File: src/smc_defines.svh
//--------------------------------------
// Widths and external timing counts for the static memory controller
// Include wherever a width or timing count is needed
//--------------------------------------
`ifndef SMC_DEFINES_SVH
`define SMC_DEFINES_SVH

// AHB-lite side
`define SMC_ADDR_W 32   // AHB address width
`define SMC_DATA_W 32   // AHB data width

// External memory bus
`define SMC_EMI_W  16   // External data width
`define SMC_EMI_AW 20   // External byte address width

//--------------------------------------
// Beat timing in hclk cycles
// All three counts must be at least 1
`define SMC_CSLE   1    // Chip select to strobe lead
`define SMC_WS     2    // Strobe length (wait states plus one)
`define SMC_CSTE   1    // Strobe end to chip select release

`endif

File: src/smc_pkg.sv
//--------------------------------------
// Shared types for the static memory controller
// Compile ahead of every controller module
//--------------------------------------
`default_nettype none
`include "smc_defines.svh"

package smc_pkg;

  // AHB transfer size, low two bits of hsize
  typedef logic [1:0] size_t;
  localparam size_t SZ_BYTE = 2'b00;
  localparam size_t SZ_HALF = 2'b01;
  localparam size_t SZ_WORD = 2'b10;

  // One accepted AHB transfer with its data phase write data
  typedef struct packed {
    logic [`SMC_ADDR_W-1:0] addr;   // Byte address
    logic                   write;  // High for a write
    size_t                  size;
    logic [`SMC_DATA_W-1:0] wdata;  // All four lanes as on hwdata
  } access_t;

  // One 16-bit external access
  typedef struct packed {
    logic [`SMC_EMI_AW-1:0] addr;   // Halfword aligned byte address
    logic [1:0]             n_be;   // Byte enables, active low
    logic                   write;
    logic [`SMC_EMI_W-1:0]  wdata;  // Half that goes on the pins
    logic                   last;   // Final beat of its transfer
  } beat_t;

  // External memory output pins
  typedef struct packed {
    logic [`SMC_EMI_AW-1:0] addr;
    logic [`SMC_EMI_W-1:0]  data;
    logic [1:0]             n_be;
    logic                   n_cs;
    logic                   n_rd;
    logic [1:0]             n_we;   // Per byte write strobes
    logic                   n_oe;   // Write data driver enable
  } emi_t;

  // Beat phases
  typedef enum logic [1:0] {IDLE, LEAD, STROBE, TRAIL} beat_state_t;

endpackage

`default_nettype wire

File: src/smc_ahb_slave.sv
//--------------------------------------
// AHB-lite slave of the memory controller
// Captures each transfer and stalls the bus until its beats are done
//--------------------------------------
`timescale 1ns/1ps
`default_nettype none
`include "smc_defines.svh"

module smc_ahb_slave (
  input  logic                   hclk,
  input  logic                   rst_n,
  input  logic                   hsel,
  input  logic [`SMC_ADDR_W-1:0] haddr,
  input  logic [1:0]             htrans,
  input  logic                   hwrite,
  input  smc_pkg::size_t         hsize,
  input  logic [`SMC_DATA_W-1:0] hwdata,
  input  logic                   hready,      // Muxed ready from the bus
  input  logic                   mac_done,    // Last beat finished
  input  logic [`SMC_DATA_W-1:0] rdata,       // Assembled read data
  output logic                   smc_hready,
  output logic [`SMC_DATA_W-1:0] smc_hrdata,
  output logic                   new_access,  // One cycle pulse in data phase
  output smc_pkg::access_t       access
);

  logic                   accept;    // Valid address phase this cycle
  logic                   dphase_q;  // Data phase of an accepted transfer
  logic [`SMC_ADDR_W-1:0] addr_q;
  logic                   write_q;
  smc_pkg::size_t         size_q;

  //--------------------------------------
  // Address phase
  //--------------------------------------
  // NONSEQ and SEQ both have htrans[1] set
  assign accept = hsel & htrans[1] & hready;

  always_ff @(posedge hclk or negedge rst_n) begin
    if (!rst_n) begin
      dphase_q <= 1'b0;
    end else begin
      dphase_q <= accept;
    end
  end

  // Control of the address phase, held for the data phase
  always_ff @(posedge hclk) begin
    if (accept) begin
      addr_q  <= haddr;
      write_q <= hwrite;
      size_q  <= hsize;
    end
  end

  //--------------------------------------
  // Data phase
  //--------------------------------------
  // hwdata is only valid now, so the access is built here
  assign new_access = dphase_q;
  assign access     = '{addr:  addr_q,
                        write: write_q,
                        size:  size_q,
                        wdata: hwdata};

  // Low from the data phase until the last beat completes
  always_ff @(posedge hclk or negedge rst_n) begin
    if (!rst_n) begin
      smc_hready <= 1'b1;
    end else if (accept) begin
      smc_hready <= 1'b0;
    end else if (mac_done) begin
      smc_hready <= 1'b1;
    end
  end

  // Read data lines up with the rising smc_hready
  always_ff @(posedge hclk) begin
    if (mac_done) begin
      smc_hrdata <= rdata;
    end
  end

endmodule

`default_nettype wire

File: src/smc_access_split.sv
//--------------------------------------
// Multiple access control
// Splits one transfer into 16-bit beats and gathers the read halves
//--------------------------------------
`timescale 1ns/1ps
`default_nettype none
`include "smc_defines.svh"

module smc_access_split (
  input  logic                   hclk,
  input  logic                   rst_n,
  input  logic                   new_access,
  input  smc_pkg::access_t       access,
  input  logic                   beat_done,   // Last cycle of a beat
  input  logic                   sample_rd,   // data_smc valid this cycle
  input  logic [`SMC_EMI_W-1:0]  data_smc,
  output logic                   beat_valid,
  output smc_pkg::beat_t         beat,
  output logic                   mac_done,
  output logic [`SMC_DATA_W-1:0] rdata
);

  smc_pkg::access_t       acc_q;      // Transfer in progress
  smc_pkg::access_t       src;        // Transfer the current beat comes from
  logic                   idx_q;      // Beat number within the transfer
  logic                   idx;
  logic                   half_sel;   // Upper half of the word
  logic                   pend_q;     // Second beat of a word waiting
  logic                   mac_done_q;
  logic [7:0]             rd_byte;    // Addressed byte of the read half
  logic [`SMC_DATA_W-1:0] rdata_q;

  //--------------------------------------
  // Beat request
  //--------------------------------------
  // First beat goes out in the same cycle as new_access
  assign src        = new_access ? access : acc_q;
  assign idx        = new_access ? 1'b0 : idx_q;
  assign half_sel   = src.addr[1] | idx;  // Beat 0 is the low half
  assign beat_valid = new_access | pend_q;

  always_comb begin
    beat.addr  = {src.addr[`SMC_EMI_AW-1:2], half_sel, 1'b0};
    beat.write = src.write;
    beat.wdata = half_sel ? src.wdata[`SMC_DATA_W-1:`SMC_EMI_W]
                          : src.wdata[`SMC_EMI_W-1:0];
    // A byte enables only its own lane
    if (src.size == smc_pkg::SZ_BYTE) begin
      beat.n_be = src.addr[0] ? 2'b01 : 2'b10;
    end else begin
      beat.n_be = 2'b00;
    end
    beat.last  = (src.size != smc_pkg::SZ_WORD) | idx;  // Word needs two beats
  end

  //--------------------------------------
  // Beat count
  //--------------------------------------
  always_ff @(posedge hclk or negedge rst_n) begin
    if (!rst_n) begin
      idx_q      <= 1'b0;
      pend_q     <= 1'b0;
      mac_done_q <= 1'b0;
    end else begin
      pend_q     <= beat_done & ~beat.last;   // Next beat one cycle later
      mac_done_q <= beat_done & beat.last;
      if (new_access) begin
        idx_q <= 1'b0;
      end else if (beat_done & ~beat.last) begin
        idx_q <= 1'b1;
      end
    end
  end

  //--------------------------------------
  // Transfer store and read assembly
  //--------------------------------------
  assign rd_byte = acc_q.addr[0] ? data_smc[15:8] : data_smc[7:0];

  always_ff @(posedge hclk) begin
    if (new_access) begin
      acc_q <= access;
    end
    if (sample_rd) begin
      case (acc_q.size)
        smc_pkg::SZ_BYTE: rdata_q <= {4{rd_byte}};   // Copy to every lane
        smc_pkg::SZ_HALF: rdata_q <= {2{data_smc}};
        default:          rdata_q[`SMC_EMI_W*idx_q +: `SMC_EMI_W] <= data_smc;
      endcase
    end
  end

  assign mac_done = mac_done_q;
  assign rdata    = rdata_q;

endmodule

`default_nettype wire

File: src/smc_beat_fsm.sv
//--------------------------------------
// External access FSM
// Times each beat as chip select lead, strobe and trail phases
//--------------------------------------
`timescale 1ns/1ps
`default_nettype none
`include "smc_defines.svh"

module smc_beat_fsm (
  input  logic                 hclk,
  input  logic                 rst_n,
  input  logic                 beat_valid,
  input  smc_pkg::beat_t       beat,
  output logic                 beat_done,  // Last trail cycle
  output logic                 sample_rd,  // Last strobe cycle at the pins
  output smc_pkg::beat_state_t state,
  output smc_pkg::beat_t       cur_beat
);

  localparam int CNT_W = 8;

  // Reload values, counted down to zero
  localparam logic [CNT_W-1:0] LEAD_CNT   = CNT_W'(`SMC_CSLE - 1);
  localparam logic [CNT_W-1:0] STROBE_CNT = CNT_W'(`SMC_WS - 1);
  localparam logic [CNT_W-1:0] TRAIL_CNT  = CNT_W'(`SMC_CSTE - 1);

  smc_pkg::beat_state_t state_q;
  logic [CNT_W-1:0]     cnt_q;       // Single phase counter
  logic                 cnt_zero;
  logic                 beat_start;  // Beat loaded this cycle
  logic                 strobe_last;
  logic                 sample_q;
  smc_pkg::beat_t       beat_q;

  assign cnt_zero    = (cnt_q == '0);
  assign beat_start  = (state_q == smc_pkg::IDLE) & beat_valid;
  assign strobe_last = (state_q == smc_pkg::STROBE) & cnt_zero;
  assign beat_done   = (state_q == smc_pkg::TRAIL) & cnt_zero;

  //--------------------------------------
  // Phase sequencing
  //--------------------------------------
  // IDLE always lasts a cycle, so chip select goes high between beats
  always_ff @(posedge hclk or negedge rst_n) begin
    if (!rst_n) begin
      state_q <= smc_pkg::IDLE;
      cnt_q   <= '0;
    end else begin
      case (state_q)
        smc_pkg::IDLE: begin
          if (beat_start) begin
            state_q <= smc_pkg::LEAD;
            cnt_q   <= LEAD_CNT;
          end
        end
        smc_pkg::LEAD: begin
          if (cnt_zero) begin
            state_q <= smc_pkg::STROBE;
            cnt_q   <= STROBE_CNT;
          end else begin
            cnt_q <= cnt_q - 1'b1;
          end
        end
        smc_pkg::STROBE: begin
          if (cnt_zero) begin
            state_q <= smc_pkg::TRAIL;
            cnt_q   <= TRAIL_CNT;
          end else begin
            cnt_q <= cnt_q - 1'b1;
          end
        end
        smc_pkg::TRAIL: begin
          if (cnt_zero) begin
            state_q <= smc_pkg::IDLE;   // Beat over
          end else begin
            cnt_q <= cnt_q - 1'b1;
          end
        end
        default: begin
          state_q <= smc_pkg::IDLE;
        end
      endcase
    end
  end

  //--------------------------------------
  // Read sample point
  //--------------------------------------
  // Pins lag the state by one register, so the marker is delayed to match
  always_ff @(posedge hclk or negedge rst_n) begin
    if (!rst_n) begin
      sample_q <= 1'b0;
    end else begin
      sample_q <= strobe_last & ~beat_q.write;
    end
  end

  // Beat held for the whole of its phases
  always_ff @(posedge hclk) begin
    if (beat_start) begin
      beat_q <= beat;
    end
  end

  assign sample_rd = sample_q;
  assign state     = state_q;
  assign cur_beat  = beat_q;

endmodule

`default_nettype wire

File: src/smc_strobe_gen.sv
//--------------------------------------
// Strobe generation for the external pins
// Every pin leaves a flop, so strobes are glitch-free
//--------------------------------------
`timescale 1ns/1ps
`default_nettype none
`include "smc_defines.svh"

module smc_strobe_gen (
  input  logic                 hclk,
  input  logic                 rst_n,
  input  smc_pkg::beat_state_t state,
  input  smc_pkg::beat_t       cur_beat,
  output smc_pkg::emi_t        emi
);

  logic                   active;   // Any phase of a beat
  logic                   strobe;
  logic                   n_cs_q;
  logic                   n_rd_q;
  logic [1:0]             n_we_q;
  logic                   n_oe_q;
  logic [1:0]             n_be_q;
  logic [`SMC_EMI_AW-1:0] addr_q;
  logic [`SMC_EMI_W-1:0]  data_q;

  assign active = (state != smc_pkg::IDLE);
  assign strobe = (state == smc_pkg::STROBE);

  //--------------------------------------
  // Control pins, all idle high
  //--------------------------------------
  always_ff @(posedge hclk or negedge rst_n) begin
    if (!rst_n) begin
      n_cs_q <= 1'b1;
      n_rd_q <= 1'b1;
      n_we_q <= 2'b11;
      n_oe_q <= 1'b1;
      n_be_q <= 2'b11;
    end else begin
      n_cs_q <= ~active;
      n_rd_q <= ~(strobe & ~cur_beat.write);
      n_we_q <= (strobe & cur_beat.write) ? cur_beat.n_be : 2'b11;  // Per byte
      n_oe_q <= ~(active & cur_beat.write);  // Drive data over the whole write
      n_be_q <= active ? cur_beat.n_be : 2'b11;
    end
  end

  // Address and write data, steady past the rising n_we
  always_ff @(posedge hclk) begin
    addr_q <= cur_beat.addr;
    data_q <= cur_beat.wdata;
  end

  assign emi = '{addr: addr_q,
                 data: data_q,
                 n_be: n_be_q,
                 n_cs: n_cs_q,
                 n_rd: n_rd_q,
                 n_we: n_we_q,
                 n_oe: n_oe_q};

endmodule

`default_nettype wire

File: src/smc_top.sv
//--------------------------------------
// Static memory controller top level
// AHB-lite slave in front of one 16-bit SRAM bank
//--------------------------------------
`timescale 1ns/1ps
`default_nettype none
`include "smc_defines.svh"

module smc_top (
  input  logic                   hclk,
  input  logic                   rst_n,
  input  logic                   hsel,
  input  logic [`SMC_ADDR_W-1:0] haddr,
  input  logic [1:0]             htrans,
  input  logic                   hwrite,
  input  smc_pkg::size_t         hsize,
  input  logic [`SMC_DATA_W-1:0] hwdata,
  input  logic                   hready,
  input  logic [`SMC_EMI_W-1:0]  data_smc,   // Read data from the memory
  output logic                   smc_hready,
  output logic [`SMC_DATA_W-1:0] smc_hrdata,
  output smc_pkg::emi_t          emi
);

  logic                   new_access;
  smc_pkg::access_t       access;
  logic                   mac_done;
  logic [`SMC_DATA_W-1:0] rdata;
  logic                   beat_valid;
  smc_pkg::beat_t         beat;
  logic                   beat_done;
  logic                   sample_rd;
  smc_pkg::beat_state_t   state;
  smc_pkg::beat_t         cur_beat;

  smc_ahb_slave u_ahb_slave (
    .hclk, .rst_n, .hsel, .haddr, .htrans, .hwrite, .hsize, .hwdata, .hready,
    .mac_done, .rdata, .smc_hready, .smc_hrdata, .new_access, .access
  );

  smc_access_split u_access_split (
    .hclk, .rst_n, .new_access, .access, .beat_done, .sample_rd, .data_smc,
    .beat_valid, .beat, .mac_done, .rdata
  );

  smc_beat_fsm u_beat_fsm (
    .hclk, .rst_n, .beat_valid, .beat, .beat_done, .sample_rd, .state, .cur_beat
  );

  smc_strobe_gen u_strobe_gen (
    .hclk, .rst_n, .state, .cur_beat, .emi
  );

endmodule

`default_nettype wire

File: config.mk
export PLATFORM = sky130hd
export DESIGN_NAME = smc_top
export DESIGN_NICKNAME = d
export VERILOG_FILES = /design/src/smc_pkg.sv /design/src/smc_ahb_slave.sv /design/src/smc_access_split.sv /design/src/smc_beat_fsm.sv /design/src/smc_strobe_gen.sv /design/src/smc_top.sv
export VERILOG_INCLUDE_DIRS = /design/src
export SDC_FILE = /design/constraint.sdc
export NUM_CORES = 1
export LEC_CHECK = 0
export ABC_AREA = 1
export ABC_CLOCK_PERIOD_IN_PS = 5100
export BUFFER_PORTS_ARGS = -buffer_cell sky130_fd_sc_hd__buf_2
export CORE_ASPECT_RATIO = 2
export CORE_MARGIN = 2
export CORE_UTILIZATION = 45
export DETAILED_ROUTE_END_ITERATION = 12
export PLACE_DENSITY = 0.68
export SLEW_MARGIN = 20
export SYNTH_ARGS = -nofsm -noshare
export SYNTH_HDL_FRONTEND = slang
export SYNTH_SLANG_ARGS = --single-unit
File: constraint.sdc
create_clock -name hclk -period 5.1 [get_ports hclk]
set_clock_uncertainty 0.2 [all_clocks]
set_input_delay 0.51 -clock hclk [delete_from_list [all_inputs] [get_ports hclk]]
set_output_delay 0.51 -clock hclk [all_outputs]
set_load 0.03 [all_outputs]
**Yosys cells after proc, flatten, opt, wreduce, memory -nomap -nowiden**

Cells that the tools add are included.

- $add $sub $neg: 2
- Eq/ne operators: 10
- Shifts and indexed selects: 2
- Mux-type cells: 23
- Bitwise gates (word level): 19
- Reductions and logical operators: 9

Operators by type and width:

| kind | number |
|---|---|
| one-hot mux 32 bit (2 select lines) | 1 |
| two-way mux 55 bit | 1 |
| two-way mux 8 bit | 5 |
| negation 5 -> 34 bit | 1 |
| variable shift 16 x 34 -> 32 bit, first input constant | 1 |
| indexed part select 16 x 34 -> 32 bit | 1 |
| bitwise mux 32 bit | 1 |
| one-hot mux 8 bit (4 select lines) | 1 |
| two-way mux 16 bit | 1 |
| two-way mux 2 bit | 7 |
| AND 1 bit | 11 |
| zero test 8 bit | 1 |
| one-hot mux 2 bit (4 select lines) | 1 |
| subtractor 8 x 1 -> 8 bit, second input constant | 1 |
| zero test 2 bit | 3 |
| != test 2 x 1 -> 1 bit, second input constant | 3 |
| != test 2 bit, second input constant | 3 |
| nonzero test 2 bit | 3 |
| two-way mux 1 bit | 5 |
| inverter 1 bit | 5 |
| equality test 2 x 1 -> 1 bit, second input constant | 2 |
| equality test 2 bit, second input constant | 2 |
| AND reduction 4 bit | 1 |
| bitwise OR 1 bit | 3 |
| AND reduction 2 bit | 1 |

- Register bits: 238
- Output and inout port bits: 76
- Word-level logic and storage cells: 93

**Logic depth before layout (Yosys ltp)**

- Depth after elaboration: 7
- Mapped depth: 10
- Mapped depth without buffers: 10

**By module**

From an unflattened synthesis, not the netlist that was laid out.

- Cell total of the unflattened synthesis: 766
- Area, all modules: 9201.3 µm²

Modules (own cells, without submodules):

| module | times used | cells each | area an instance (µm²) | seq. area each (µm²) |
|---|---|---|---|---|
| smc_access_split | 1 | 453 | 3881.2 | 2137.0 |
| smc_ahb_slave | 1 | 109 | 2338.5 | 2063.2 |
| smc_beat_fsm | 1 | 148 | 2004.4 | 1476.4 |
| smc_strobe_gen | 1 | 56 | 977.2 | 904.6 |

**Worst setup path before layout**

OpenSTA, ideal clock, no wires.

- Path kind: register to register
- From: register u_ahb_slave.dphase_q (netlist: u_ahb_slave.new_access)
- To: register u_beat_fsm.beat_q (netlist bit u_beat_fsm.cur_beat[10]) (enable)
- Arrival: 2.743 ns
- Data required time: 4.454 ns
- Setup slack: 1.711 ns
- Stages on the path, launching flop included: 6
- Buffers on the path: 3
- Period minus slack after synthesis: 3.389 ns
- Cells stage by stage: dfrtp_1 > inv_2 > buf_6 > buf_2 > buf_2 > a21oi_1

- Cells in the longest elaborated chain, start to end: 2

Ends and longest elaborated chain:

| element | RTL line | RTL |
|---|---|---|
| start, declared | smc_ahb_slave.sv:28 | `logic dphase_q;` |
| start signal, assigned | smc_ahb_slave.sv:43 | `dphase_q <= accept;` |
| bitwise OR 1 bit | smc_access_split.sv:40 | `assign beat_valid = new_access \| pend_q;` |
| AND 1 bit | smc_beat_fsm.sv:36 | `assign beat_start = (state_q == smc_pkg::IDLE) & beat_valid;` |
| net u_beat_fsm.beat_start | smc_beat_fsm.sv:30 | `logic beat_start;` |
| end signal, assigned | smc_beat_fsm.sv:101 | `beat_q <= beat;` |
| end, declared | smc_beat_fsm.sv:33 | `smc_pkg::beat_t beat_q;` |

The timed path passes the listed nets, and every way through them passes these cells.
A chain may end at the register's enable or synchronous reset.

==> flow_metrics.env <==
export IMPL_outcome="finished, final reports clean"
export IMPL_pre_cts_ws_ns=2.15
export IMPL_p_per_area_mw_per_mm2=490
export IMPL_num_vias=5076
export IMPL_hpwl_um=10000
export IMPL_rsz0062_at_grt="false"
export IMPL_io_pins=165
export IMPL_drtIter0Drc=202
export IMPL_cts_reportedPaths_clkPinSlew_ns=0.07
export IMPL_clockBufferDepth=3
export IMPL_wl_um=14900
export IMPL_grt_max_degree=59
export IMPL_cts_sinks=238
export IMPL_drv_slew=0
export IMPL_cts_root_buf="clkbuf_16"
export IMPL_grtUsageTotal=0.158
export IMPL_io_buffers=150
export IMPL_area_growth_pct=23.0
export IMPL_synthFlopType="edfxtp_1"
export IMPL_period_needed_ns=2.93
export IMPL_ant_nets=0
export IMPL_worstSkewPairLatency_ns=0.49
export IMPL_grt_remaining_overflow=0
export IMPL_start_util=0.457
export IMPL_leakage_nw=4.25
export IMPL_r2r_cells=6
export IMPL_synth_distinct_cells=37
export IMPL_worst_hold_slack_ns=0.0359
export IMPL_synth_edf_count=125
export IMPL_rrSetupSlack_ns=2.17
export IMPL_cts_resized_gates=0
export IMPL_firstDrtPassIters=4
export IMPL_post_drt_wl_per_cell_um=14.0
export IMPL_crit_arrival_ns=2.95
export IMPL_num_rows=69
export IMPL_ir_worst_vdd_mv=0.484
export IMPL_die_w_um=98.8
export IMPL_gp_congestion=0.819
export IMPL_tns_ns=0
export IMPL_grt_pass1_vias=5115
export IMPL_hold_path_class="in -> reg"
export IMPL_maxCapViolCount=0
export IMPL_end_kind="flop"
export IMPL_worstHoldStart="hwdata[24]"
export IMPL_fin_crit_sh=0.575
export IMPL_via_per_inst=4.78
export IMPL_synth_seq_area_share=0.759
export IMPL_cts_tree="built"
export IMPL_min_to="u_access_split.acc_q[24]"
export IMPL_r2r_start="u_ahb_slave.new_access"
export IMPL_relSlewSlack=0.311
export IMPL_holdPathStages=3
export IMPL_async_flop_share=0.0966
export IMPL_die_area_mm2=0.0191
export IMPL_finalSetupViolations=0
export IMPL_layout_drive_gt1_share=0.261
export IMPL_r2r_end="u_beat_fsm.cur_beat[12]"
export IMPL_die_h_um=194
export IMPL_synth_warnings=0
export IMPL_core_area_mm2=0.0177
export IMPL_worst_pin_slew_ns=1.03
export IMPL_syn_area_per_cell_um2=12.3
export IMPL_synthCells=656
export IMPL_diodes=0
export IMPL_fmax_mhz=341
export IMPL_cp_max_fo=58
export IMPL_grt_pass1_wl_um=24500
export IMPL_mappedNetlistNets=751
export IMPL_synth_area_mm2=0.00809
export IMPL_drc=0
export IMPL_crit_type="reg -> reg"
export IMPL_required_ns=5.12
export IMPL_hold_viol=0
export IMPL_htreeDepth=1
export IMPL_cts_buffers=20
export IMPL_fin_nets=929
export IMPL_ys_seq_elements=238
export IMPL_start_kind="flop"
export IMPL_setup_ws_ns=2.17
export IMPL_antenna_found_initial=0
-- critical path: stages, from the launching register on --
cell     delay (ns)
dfrtp_2        0.38
buf_4          0.30
inv_2          0.83
nand2_1        0.27
nand3_1        0.16
buf_4          0.34
a31oi_1        0.14
-- repair_timing --
item | 4_1_cts | 5_1_grt
buffers inserted | 0 | 0
hold buffers | 24 | 0
endpoints found under the hold margin | 38 | 0
-- per-stage QoR --
step / instance area (um^2) / power (W) / util / instances
after detailed placement: 9030 / 0.00337 / 0.510 / 1001
after floorplan: 8090 / 0.00313 / - / 656
after global routing: 9950 / 0.00514 / 0.562 / 1061
final: 9950 / 0.00487 / 0.562 / 1061
after CTS: 9950 / 0.00493 / 0.562 / 1061
after global placement: 9030 / 0.00334 / 0.510 / 1001
-- cell usage in the layout (no fill, tap or decap), drive strengths merged, types with 2 or more instances in the layout --
cell / n
nand2: 201
buf: 156
edfxtp: 125
dfxtp: 90
inv: 42
o21ai: 41
nor2: 37
dlygate4sd3: 24
clkbuf: 24
a31oi: 17
o21a: 16
dfrtp: 15
o211ai: 8
dfstp: 8
nand3: 8
clkinv: 7
ha: 6
a21oi: 5
nand4: 3
clkinvlp: 3
or2: 3
o22ai: 2
bufinv: 2
nor3: 2
-- layout make-up --
class,instances,area (um^2)
Fill cell,1476,7740
Sequential cell,238,6140
Multi-Input combinational cell,352,1670
Timing Repair Buffer,180,1040
Clock buffer,24,557
Tap cell,213,267
Inverter,42,158
Clock inverter,12,121
-- layer usage --
layer,global-route usage,up-vias,part of all wire
met5,0,-,0
met4,0.0675,0,0.036
met3,0.0335,37,0.059
met2,0.291,158,0.54
met1,0.171,2328,0.37
li1,-,2553,-
-- power breakdown --
group / internal, W / switching (W) / total (W)
combinational: 0.000311 / 0.000626 / 0.000937
clock: 0.000886 / 0.000658 / 0.00154
sequential: 0.00231 / 0.0000830 / 0.00239
-- cells by family after synthesis --
| group | after synthesis | share of synthesized area |
|---|---|---|
| fa+ha+maj | 6 | 0.00927 |
| simple gates | 255 | 0.128 |
| xor+xnor | 1 | 0.00108 |
| compound gates | 89 | 0.0668 |
| flops | 238 | 0.759 |
| buf+inv | 66 | 0.0360 |
| other cells | 1 | 0.000463 |
-- synth_stat cells, drive strengths merged, types with 6 or more instances --
| cell | count | area share |
|---|---|---|
| nand2 | 201 | 0.095 |
| dfrtp | 15 | 0.046 |
| o21a | 16 | 0.015 |
| ha | 6 | 0.0093 |
| a31oi | 17 | 0.013 |
| edfxtp | 125 | 0.46 |
| dfxtp | 90 | 0.22 |
| nand3 | 8 | 0.0065 |
| o21ai | 41 | 0.026 |
| nor2 | 37 | 0.019 |
| buf | 21 | 0.015 |
| o211ai | 8 | 0.0074 |
| inv | 42 | 0.019 |
| dfstp | 8 | 0.026 |
-- worst max-delay path by stage --
stage	start	to	slack, ns	cells past startpoint
CTS	u_ahb_slave.new_access	u_beat_fsm.cur_beat[3]	2.14	6
global route	u_ahb_slave.new_access	u_beat_fsm.cur_beat[12]	1.80	7
global placement	u_ahb_slave.new_access	u_beat_fsm.cur_beat[10]	2.18	6
detailed placement	u_ahb_slave.new_access	u_beat_fsm.cur_beat[3]	2.15	6
floorplan	u_ahb_slave.new_access	u_beat_fsm.cur_beat[10]	1.71	5
finish	u_ahb_slave.new_access	u_beat_fsm.cur_beat[12]	2.17	6
Note: power is estimated with default switching activity, not from simulation.
